### src/hdl/fm_pkg.sv
package fm_pkg;

	// ##################################################
	// Clock division and timing.
	// ##################################################

	// System clock enables per FM tick.
	localparam int FM_DIV = 6;
	// FM ticks that busy_mmr stays up after a write.
	localparam int BUSY_TICKS = 4;
	// FM ticks per timer B step.
	localparam int TMRB_PRESCALE = 16;

	// Timer widths.
	localparam int TMRA_W = 10;
	localparam int TMRB_W = 8;

	// ##################################################
	// Register map.
	// ##################################################

	// Timer A high 8 bits, then low 2 bits.
	localparam logic [7:0] REG_TMRA_HI  = 8'h24;
	localparam logic [7:0] REG_TMRA_LO  = 8'h25;
	localparam logic [7:0] REG_TMRB     = 8'h26;
	localparam logic [7:0] REG_TMR_CTRL = 8'h27;

	// Bit positions in the timer control register.
	localparam int CTRL_LOAD_A = 0;
	localparam int CTRL_LOAD_B = 1;
	localparam int CTRL_EN_A   = 2;
	localparam int CTRL_EN_B   = 3;
	localparam int CTRL_RST_A  = 4;
	localparam int CTRL_RST_B  = 5;

	// Sequencer phase, data is only accepted once an address is selected.
	typedef enum logic {WR_ADDR, WR_DATA} wr_phase_e;

	// Meaning of the CPU address port, taken from addr bit 0.
	typedef enum logic {OP_ADDR = 1'b0, OP_DATA = 1'b1} bus_op_e;

endpackage

### src/hdl/fm_wr_if.sv
`timescale 1ns/1ns

// Register write handed from the bus synchronizer to the control module.
interface fm_wr_if;

	// One clk cycle wide, only ever on an FM tick.
	logic       write;
	// CPU port address and data, valid with write.
	logic [1:0] addr;
	logic [7:0] din;
	// Register busy, back to the synchronizer.
	logic       busy_mmr;

	modport sync_mp (output write, output addr, output din, input busy_mmr);

	modport ctrl_mp (input write, input addr, input din, output busy_mmr);

endinterface

### src/hdl/fm_bus_sync.sv
`timescale 1ns/1ns

module fm_bus_sync (
	input  logic       clk,
	input  logic       rst,
	input  logic       clk_en,
	input  logic       cs_n,
	input  logic       wr_n,
	input  logic [1:0] addr,
	input  logic [7:0] din,
	input  logic       flag_a,
	input  logic       flag_b,
	output logic [7:0] dout,
	output logic       fm_tick,
	output logic       rst_int,
	fm_wr_if.sync_mp   bus
);

	// Prescaler count, advances on clk_en.
	logic [2:0] cnt;
	// High in the clk_en cycle just before an FM tick.
	logic       tick_next;
	// CPU side busy flag, seen in status bit 7.
	logic       busy;
	// Two-stage history of busy_mmr, newest in bit 0.
	logic [1:0] busy_mmr_sh;
	logic       write_raw;
	// Latched CPU write waiting for the FM domain.
	logic       write_copy;
	logic [1:0] addr_copy;
	logic [7:0] din_copy;

	// ##################################################
	// FM tick prescaler and internal reset.
	// ##################################################

	assign tick_next = clk_en && (cnt == 3'(fm_pkg::FM_DIV - 1));

	always_ff @(posedge clk or posedge rst) begin
		if (rst) begin
			cnt     <= '0;
			fm_tick <= 1'b0;
			rst_int <= 1'b1;
		end else begin
			// Tick is registered so it lasts one clk cycle.
			fm_tick <= tick_next;
			if (clk_en)
				cnt <= (cnt == 3'(fm_pkg::FM_DIV - 1)) ? 3'd0 : cnt + 3'd1;
			// FM domain leaves reset at the first tick.
			if (fm_tick)
				rst_int <= 1'b0;
		end
	end

	// ##################################################
	// CPU write latch.
	// ##################################################

	assign write_raw = !cs_n && !wr_n;

	always_ff @(posedge clk or posedge rst) begin
		if (rst) begin
			busy        <= 1'b0;
			write_copy  <= 1'b0;
			busy_mmr_sh <= 2'b00;
		end else if (clk_en) begin
			busy_mmr_sh <= {busy_mmr_sh[0], bus.busy_mmr};
			if (write_raw && !busy) begin
				busy       <= 1'b1;
				write_copy <= 1'b1;
			end else begin
				// Control module has taken the write.
				if (bus.busy_mmr)
					write_copy <= 1'b0;
				// Falling edge of busy_mmr ends the CPU busy.
				if (busy && busy_mmr_sh == 2'b10)
					busy <= 1'b0;
			end
		end
	end

	// Address and data are only captured with an accepted write.
	always_ff @(posedge clk) begin
		if (clk_en && write_raw && !busy) begin
			addr_copy <= addr;
			din_copy  <= din;
		end
	end

	// Present the pending write in the tick cycle, held back while in internal reset.
	always_ff @(posedge clk or posedge rst) begin
		if (rst)
			bus.write <= 1'b0;
		else
			bus.write <= tick_next && write_copy && !rst_int;
	end

	always_ff @(posedge clk) begin
		if (tick_next) begin
			bus.addr <= addr_copy;
			bus.din  <= din_copy;
		end
	end

	// Status byte.
	assign dout = {busy, 5'b00000, flag_b, flag_a};

endmodule

### src/hdl/fm_core_top.sv
`timescale 1ns/1ns

module fm_core_top (
	input  logic       clk,
	input  logic       rst,
	input  logic       clk_en,
	input  logic       cs_n,
	input  logic       wr_n,
	input  logic [1:0] addr,
	input  logic [7:0] din,
	output logic [7:0] dout,
	output logic [1:0] irq_flags
);

	logic                      fm_tick;
	logic                      rst_int;
	logic [fm_pkg::TMRA_W-1:0] tmra_val;
	logic [fm_pkg::TMRB_W-1:0] tmrb_val;
	logic                      load_a;
	logic                      load_b;
	logic                      en_a;
	logic                      en_b;
	logic                      clr_a;
	logic                      clr_b;
	logic                      ovf_a;
	logic                      ovf_b;
	logic                      flag_a;
	logic                      flag_b;

	fm_wr_if u_wr_if ();

	fm_bus_sync u_sync (
		.clk     (clk),
		.rst     (rst),
		.clk_en  (clk_en),
		.cs_n    (cs_n),
		.wr_n    (wr_n),
		.addr    (addr),
		.din     (din),
		.flag_a  (flag_a),
		.flag_b  (flag_b),
		.dout    (dout),
		.fm_tick (fm_tick),
		.rst_int (rst_int),
		.bus     (u_wr_if.sync_mp)
	);

	fm_reg_ctrl u_ctrl (
		.clk      (clk),
		.rst      (rst_int),
		.fm_tick  (fm_tick),
		.bus      (u_wr_if.ctrl_mp),
		.tmra_val (tmra_val),
		.tmrb_val (tmrb_val),
		.load_a   (load_a),
		.load_b   (load_b),
		.en_a     (en_a),
		.en_b     (en_b),
		.clr_a    (clr_a),
		.clr_b    (clr_b)
	);

	// Timer A steps on every FM tick.
	fm_timer #(.WIDTH(fm_pkg::TMRA_W), .PRESCALE(1)) u_tmra (
		.clk     (clk),
		.rst     (rst_int),
		.fm_tick (fm_tick),
		.load    (load_a),
		.val     (tmra_val),
		.ovf     (ovf_a)
	);

	fm_timer #(.WIDTH(fm_pkg::TMRB_W), .PRESCALE(fm_pkg::TMRB_PRESCALE)) u_tmrb (
		.clk     (clk),
		.rst     (rst_int),
		.fm_tick (fm_tick),
		.load    (load_b),
		.val     (tmrb_val),
		.ovf     (ovf_b)
	);

	// ##################################################
	// Status flags.
	// ##################################################

	// Clear wins over a coinciding overflow.
	always_ff @(posedge clk or posedge rst_int) begin
		if (rst_int) begin
			flag_a <= 1'b0;
			flag_b <= 1'b0;
		end else begin
			if (clr_a)
				flag_a <= 1'b0;
			else if (ovf_a && en_a)
				flag_a <= 1'b1;
			if (clr_b)
				flag_b <= 1'b0;
			else if (ovf_b && en_b)
				flag_b <= 1'b1;
		end
	end

	assign irq_flags = {flag_b, flag_a};

endmodule

### src/hdl/fm_reg_ctrl.sv
`timescale 1ns/1ns

module fm_reg_ctrl (
	input  logic                      clk,
	input  logic                      rst,
	input  logic                      fm_tick,
	fm_wr_if.ctrl_mp                  bus,
	output logic [fm_pkg::TMRA_W-1:0] tmra_val,
	output logic [fm_pkg::TMRB_W-1:0] tmrb_val,
	output logic                      load_a,
	output logic                      load_b,
	output logic                      en_a,
	output logic                      en_b,
	output logic                      clr_a,
	output logic                      clr_b
);

	fm_pkg::wr_phase_e phase;
	fm_pkg::bus_op_e   op;
	// Write captured on its arrival tick, applied on the next one.
	logic              wr_pend;
	logic [1:0]        wr_addr_q;
	logic [7:0]        wr_din_q;
	// Register selected by the last address write.
	logic [7:0]        sel_addr;
	logic [2:0]        busy_cnt;
	// Pending write targets the first bank.
	logic              apply;

	assign op    = fm_pkg::bus_op_e'(wr_addr_q[0]);
	assign apply = wr_pend && !wr_addr_q[1];

	// Busy while the down-counter runs.
	assign bus.busy_mmr = (busy_cnt != 3'd0);

	always_ff @(posedge clk) begin
		if (bus.write) begin
			wr_addr_q <= bus.addr;
			wr_din_q  <= bus.din;
		end
	end

	always_ff @(posedge clk) begin
		if (fm_tick && apply && op == fm_pkg::OP_ADDR)
			sel_addr <= wr_din_q;
	end

	// ##################################################
	// Sequencer, busy timer and timer register decode.
	// ##################################################

	always_ff @(posedge clk or posedge rst) begin
		if (rst) begin
			phase    <= fm_pkg::WR_ADDR;
			wr_pend  <= 1'b0;
			busy_cnt <= 3'd0;
			tmra_val <= '0;
			tmrb_val <= '0;
			load_a   <= 1'b0;
			load_b   <= 1'b0;
			en_a     <= 1'b0;
			en_b     <= 1'b0;
			clr_a    <= 1'b0;
			clr_b    <= 1'b0;
		end else if (fm_tick) begin
			wr_pend <= bus.write;
			// Load and clear last one FM period.
			load_a  <= 1'b0;
			load_b  <= 1'b0;
			clr_a   <= 1'b0;
			clr_b   <= 1'b0;
			// Any write restarts busy, address writes too.
			if (bus.write)
				busy_cnt <= 3'(fm_pkg::BUSY_TICKS);
			else if (busy_cnt != 3'd0)
				busy_cnt <= busy_cnt - 3'd1;
			if (apply) begin
				if (op == fm_pkg::OP_ADDR) begin
					phase <= fm_pkg::WR_DATA;
				end else if (phase == fm_pkg::WR_DATA) begin
					case (sel_addr)
						fm_pkg::REG_TMRA_HI: tmra_val[fm_pkg::TMRA_W-1:2] <= wr_din_q;
						fm_pkg::REG_TMRA_LO: tmra_val[1:0] <= wr_din_q[1:0];
						fm_pkg::REG_TMRB:    tmrb_val <= wr_din_q;
						fm_pkg::REG_TMR_CTRL: begin
							load_a <= wr_din_q[fm_pkg::CTRL_LOAD_A];
							load_b <= wr_din_q[fm_pkg::CTRL_LOAD_B];
							en_a   <= wr_din_q[fm_pkg::CTRL_EN_A];
							en_b   <= wr_din_q[fm_pkg::CTRL_EN_B];
							clr_a  <= wr_din_q[fm_pkg::CTRL_RST_A];
							clr_b  <= wr_din_q[fm_pkg::CTRL_RST_B];
						end
						// Unknown registers are ignored.
						default: ;
					endcase
				end
			end
		end
	end

endmodule

### src/hdl/fm_timer.sv
`timescale 1ns/1ns

module fm_timer #(
	parameter int WIDTH    = 10,
	parameter int PRESCALE = 1
) (
	input  logic             clk,
	input  logic             rst,
	input  logic             fm_tick,
	input  logic             load,
	input  logic [WIDTH-1:0] val,
	output logic             ovf
);

	// Prescaler wide enough to hold PRESCALE-1.
	typedef logic [$clog2(PRESCALE + 1)-1:0] pre_t;

	logic [WIDTH-1:0] cnt;
	pre_t             pre_cnt;
	// Stopped after reset until the first load.
	logic             running;
	// One timer step, the last tick of a prescaler round.
	logic             step;

	assign step = fm_tick && running && (pre_cnt == pre_t'(PRESCALE - 1));

	// ##################################################
	// Counter with reload on overflow.
	// ##################################################

	always_ff @(posedge clk or posedge rst) begin
		if (rst) begin
			cnt     <= '0;
			pre_cnt <= '0;
			running <= 1'b0;
			ovf     <= 1'b0;
		end else begin
			// Overflow is a single cycle pulse.
			ovf <= 1'b0;
			if (fm_tick && load) begin
				// Start from the loaded value, first step a full round later.
				cnt     <= val;
				pre_cnt <= '0;
				running <= 1'b1;
			end else if (fm_tick && running) begin
				if (step)
					pre_cnt <= '0;
				else
					pre_cnt <= pre_cnt + 1'b1;
				if (step) begin
					if (&cnt) begin
						// Passed all-ones.
						ovf <= 1'b1;
						cnt <= val;
					end else begin
						cnt <= cnt + 1'b1;
					end
				end
			end
		end
	end

endmodule

### config.mk
export PLATFORM = sky130hd
export DESIGN_NAME = fm_core_top
export DESIGN_NICKNAME = d
export VERILOG_FILES = /design/src/hdl/fm_pkg.sv /design/src/hdl/fm_wr_if.sv /design/src/hdl/fm_bus_sync.sv /design/src/hdl/fm_core_top.sv /design/src/hdl/fm_reg_ctrl.sv /design/src/hdl/fm_timer.sv
export SDC_FILE = /design/constraint.sdc
export NUM_CORES = 1
export LEC_CHECK = 0
export ABC_AREA = 0
export ABC_CLOCK_PERIOD_IN_PS = 3170
export BUFFER_PORTS_ARGS = -buffer_cell sky130_fd_sc_hd__buf_4
export CORE_AREA = 2 2 99 101
export DETAILED_ROUTE_END_ITERATION = 10
export DIE_AREA = 0 0 101 103
export GPL_TIMING_DRIVEN = 0
export PLACE_DENSITY = 0.77
export SKIP_CTS_REPAIR_TIMING = 1
export SYNTH_ARGS = -nofsm -noshare
export SYNTH_HDL_FRONTEND = slang
export SYNTH_SLANG_ARGS = --single-unit
### constraint.sdc
create_clock -name clk -period 3.17 [get_ports clk]
set_input_delay 0.4755 -clock clk [delete_from_list [all_inputs] [get_ports clk]]
set_output_delay 0.4755 -clock clk [all_outputs]
set_load 0.02 [all_outputs]
# Word-level counts from Yosys, hierarchy flattened
# Index checks and enable logic that the tools add are counted.
# W data, S select, Z words.
# word_totals
reg_bits,107
latchBits,0
ramBits,0
rom_bits,0
inputBits,15
output_inout_bits,10
memories,0
# classes
add_sub_neg,6
mul,0
div,0
magnitude_cmp,0
n_eq_ne,7
shift,0
n_mux,49
n_bitwise,2
reduce_logical,46
# ops
operator,n
$mux W10,4
$mux W1,35
$eq A8 B6 Y1 const B,4
$mux W8,4
$reduce_and A5 Y1,4
$logic_and A1 B1 Y1,19
$reduce_bool A2 Y1,9
$mux W5,3
$add A10 B1 Y10 const B,1
$reduce_and A10 Y1,1
$reduce_and A2 Y1,5
$mux W3,3
$add A8 B1 Y8 const B,1
$reduce_and A8 Y1,1
$add A5 B1 Y5 const B,1
$eq A5 B4 Y1 const B,1
$logic_not A1 Y1,5
$add A3 B1 Y3 const B,1
$eq A3 B3 Y1 const B,1
$reduce_and A3 Y1,1
$reduce_bool A3 Y1,1
$sub A3 B1 Y3 const B,1
$eq A2 B2 Y1 const B,1
$not A1 Y1,2
$add A1 B1 Y1 const B,1

# Longest topological paths before layout
# logic_depth
ltp_word,5
ltp_mapped,6
ltp_nobuf,6

# By module
# A second synthesis with hierarchy kept.
# unflattened
hier_cells,348
hier_area_um2,4606.9
# modules_own_cells
module,n_inst,cells_each,area_per_inst_um2,seq_area_each_um2
fm_reg_ctrl,1,102,1741.7,1266.2
fm_bus_sync,1,58,1066.0,852.1
fm_timer at u_tmrb,1,88,870.8,375.4
fm_timer at u_tmra,1,91,842.1,325.3
fm_core_top,1,9,86.3,50.0

# Worst setup path before layout
# No wires, ideal clock.
# synth_path
path_kind,input to register
start,in clk_en
end,"reg u_sync.addr_copy[0], enable pin"
setup_ps,415
arrival_ps,2009
setup_slack_ps,746
stages,2
path_buffers,1
cell_sequence,clkbuf_1 -> nor4b_1
# synth_via
elab_chain_cells,2
# synth_lines
element,line_no,source
"start, declared",fm_core_top.sv:6,"input logic clk_en,"
$logic_and A1 B1 Y1 (2 in a row),fm_bus_sync.sv:84,if (clk_en && write_raw && !busy) begin
"end signal, assigned",fm_bus_sync.sv:85,addr_copy <= addr;
"end, declared",fm_bus_sync.sv:30,logic [1:0] addr_copy;
# Every way passes these cells.
# A chain may end at the register's enable or synchronous reset.

# Worst setup path after layout
# layout_path
start,reg u_tmra.cnt[0]
end,reg u_tmra.cnt[7]
# layout_via
elab_chain_cells,5
elab_cells_between_ends,6
cone_classes,add/sub (1); mux (4); reduce/logical (1)
# layout_lines
element,line_no,source
"start, declared",fm_timer.sv:18,logic [WIDTH-1:0] cnt;
"start signal, assigned",fm_timer.sv:42,cnt <= val;
"start signal, assigned",fm_timer.sv:54,cnt <= val;
"start signal, assigned",fm_timer.sv:56,cnt <= cnt + 1'b1;
$add A10 B1 Y10 / $reduce_and A10 Y1 (equally long branches),"fm_timer.sv:56, fm_timer.sv:51",
$mux W10 (*),fm_timer.sv:51,if (&cnt) begin
$mux W10 (*),fm_timer.sv:50,if (step) begin
$mux W10 (*),fm_timer.sv:45,end else if (fm_tick && running) begin
$mux W10 (*),fm_timer.sv:40,if (fm_tick && load) begin
# Every way passes the cells marked *; elsewhere a longest branch is shown, timed or not. The select of a mux whose other input is x is not followed.

==> results by group <==
Finish
  – Nets: 404
  – Most frequent cells in the layout: dfrtp_1 (68), edfxtp_1 (38), buf_4 (30)
  – Fillcell total: 814
  – Multi-input combinational cell area: roughly 1500 sq um
  – Synth-to-layout area growth: 11.5%
  – Ant diodes: 0
  – Share of cells above drive strength 1: between 20% and 30%
  – Register area: 2870 sq um
  – Leading cell type in the layout, fill and taps excluded: dfrtp_1
  – Finished Core Util: a little over half

Die
  – Die ar.: approximately 10,000 sq um
  – Die Y: 103 microns
  – Ports: 25
  – Row cnt: 36
  – Starting density of the core: 48.0%
  – Die X: 101 microns
  – Placeable Area: approximately 9500 sq um

STA
  – Max-slew violation count: 0
  – Worst Tran Pin Value: 0.667 ns
  – Min cycle time layout: 1.88 ns
  – Final hold slack: 0.0756 ns
  – Post-route setup TNS: 0 ns
  – Relative slew slack: roughly 55%
  – FMAX: 0.531 GHz
  – Setup Skew: roughly 0.015 ns
  – Worst Slack Setup Final: 1.29 ns
  – Period utilisation layout: 59.4%
  – Final hold viol count: 0
  – # setup viols final: 0
  – RSZ-0062 raised after global routing: no

Synth
  – Cell Area, Synth: 4540 sq um
  – Synth Warn #: 0
  – Async S/R FF share, synth: 64.5%
  – FF+latch count, synth: approximately 110
  – Netlist cell types: 66
  – Post-synth EDFFs: 38
  – Mapped Cells: 348
  – Syn Area/Cell: 13.0 sq um
  – Seq/Total Area, Yosys: 63.2%
  – Synth Flop Type: dfrtp_1

Route
  – ANT nets after route: 0
  – First drt pass iteration count: 4
  – Iter 0 DRT Violations: about 140
  – Routed wire length: ~7600 microns
  – Vias post-DR: about 2,800
  – Drt drc: 0
  – Drt via density: 5.53
  – WL per Instance: ~15 microns

Global route
  – First-pass GRT wire length: 12,700 microns
  – Vias in the first global route: 2,667
  – Largest net degree at the start of global routing: 42
  – Initial antenna violation count: 0
  – Final global-route overflow total: 0
  – Tot GR Track Use: 15.9%

Worst setup path
  – Slowest-stage cell, CP: o31ai_1
  – Buffers & Inverters on Critical Path: 0
  – Crit Path Class: reg2reg
  – CP startpoint kind: register
  – Crit. End Element: register
  – WP data arrival: ~2.1 ns
  – Req. time, crit path: around 3.4 ns
  – Max incr delay on CP: 0.51 ns
  – CP top delay family: compound AO/OA/AOI/OAI gates
  – Crit path cell chain: ha_1 -> nand3_2 -> o31ai_1 -> o21ai_0 -> o2bb2ai_1
  – Worst-path fanout max: 6

Power and ir drop
  – Int Pwr: between 0.0015 and 0.002 W
  – Power share of the clock group: 30.5%
  – VDD IR max: 328 uV
  – Net Sw Power: 0.000662 W
  – Total leakage power: 2.19 nW
  – Power share of the sequential group: 60.9%
  – Power Density: a little over 500 nW/um^2
  – Comb power frac: between 8 and 9%
  – Switching share of total power: 25.4%

Worst hold path
  – Hold Path Class: in2async

Placement
  – Port buffer count: 18
  – Final RePlAce weighted congestion: 0.890
  – Post-DP HPWL: 5400 microns
  – Worst Setup Slack post-DPL: ~1 ns

Clock network
  – Clk pin slew, worst setup/hold paths: 0.11 ns
  – CTS Buffer Depth: 2
  – CTS tree: yes
  – Clk root buf: clkbuf_8
  – Cts bufs inserted: 9
  – H-tree Lvls: 3
  – Clk_lat worst skew: 0.36 ns
  – Clk sinks: 107

Run
  – Max Cap Viol: 0

Outcome
  – Run status: complete, no violations
-- cell type report --
class,instances,area share (%)
Buffer,20,2.67
Multi-Input combinational cell,216,30.1
Tap cell,114,2.82
Sequential cell,107,56.6
Inverter,9,0.667
Clock buffer,9,2.45
Clock inverter,7,1.36
Timing Repair Buffer,21,3.31
-- power by group through the flow --
stage	registers (W)	logic, W	clock network [W]
floorplan	0.00160	0.000168	0
global placement	0.00161	0.000210	0
detailed placement	0.00162	0.000226	0
CTS	0.00159	0.000227	0.000824
global route	0.00160	0.000255	0.000880
finish	0.00159	0.000222	0.000795
-- cells in the mapped netlist, drive strengths merged (3+ instances only) --
library cell	number	share of area (%)
dfrtp	68	37
edfxtp	38	25
nand2	27	2.3
mux2	25	6.2
buf	16	2.6
o21ai	16	1.8
a21oi	15	1.7
nand3	13	1.5
nor2	13	1.1
nor3	11	1.7
inv	9	0.74
a22o	6	1.2
and2	6	0.83
a21o	5	0.83
ha	5	1.4
nand4	5	0.69
a31oi	4	0.88
and3	4	0.58
clkbuf	4	0.33
mux2i	4	0.88
nand2b	4	0.55
xor2	4	0.77
and4	3	0.61
nand3b	3	0.50
o31ai	3	0.50
-- routing by layer --
| layer | vias up | part of all wire [%] | routed length (microns) | global-route usage (%) |
|---|---|---|---|---|
| met3 | 8 | 3.6 | 272 | 2.44 |
| met1 | 1372 | 47 | 3560 | 22.1 |
| met4 | 0 | 1.4 | 107 | 6.34 |
| li1 | 1350 | - | - | - |
| met2 | 54 | 48 | 3690 | 25.5 |
| met5 | - | 0 | 0 | 0 |
-- path summary, 6_finish.rpt --
check,startpoint,end,slack (ns),cells past startpoint
worst max-delay path,u_tmra.cnt[0],u_tmra.cnt[7],1.29,5
worst max register to register,u_tmra.cnt[0],u_tmra.cnt[7],1.29,5
max in group asynchronous,u_sync.rst_int,u_ctrl.clr_b,2.33,2
worst min-delay path,rst,u_sync.cnt[1],0.08,2
worst min register to register,u_sync.rst_int,u_tmrb.pre_cnt[2],0.26,1
min in group clk,din[0],u_sync.din_copy[0],0.28,1
-- logic make-up (layout without fill, tap and decap cells) --
| group | Yosys count | in the layout | share of synthesized area (%) |
|---|---|---|---|
| DFF | 107 | 107 | 63.2 |
| and+or+nand+nor | 103 | 103 | 13.0 |
| AOI/OAI and AO/OA | 70 | 70 | 10.8 |
| muxes | 29 | 29 | 7.08 |
| buffers and inverters | 29 | 66 | 3.72 |
| adders and majority gates | 5 | 5 | 1.38 |
| xor gates and xnor gates | 4 | 4 | 0.771 |
| other | 1 | 5 | 0.0826 |
-- metrics by stage --
| stage | instance area, sq um | total power (W) | instances |
|---|---|---|---|
| floorplan | 4560 | 0.00176 | 352 |
| global placement | 4830 | 0.00182 | 484 |
| detailed placement | 4870 | 0.00184 | 487 |
| CTS | 5060 | 0.00264 | 503 |
| global route | 5060 | 0.00274 | 503 |
| finish | 5060 | 0.00260 | 503 |
-- registers in the layout, summed over array words and instances (netlist names), 2 cells and up --
signal              cells
u_sync.busy_mmr_sh      2
u_sync.bus.din          8
u_tmrb.pre_cnt          5
u_ctrl.tmrb_val         8
u_ctrl.busy_cnt         3
u_sync.din_copy         8
u_sync.bus.addr         2
u_sync.addr_copy        2
u_ctrl.tmra_val        10
u_tmra.cnt             10
u_ctrl.sel_addr         8
u_ctrl.wr_addr_q        2
u_tmrb.cnt              8
u_ctrl.wr_din_q         8
u_sync.cnt              3
-- worst register-to-register path: stages (launching register included) --
cell       delay [ns]
dfrtp_1          0.44
ha_1             0.28
nand3_2          0.16
o31ai_1          0.52
o21ai_0          0.20
o2bb2ai_1        0.16
Power figures use the tool's default switching activity.
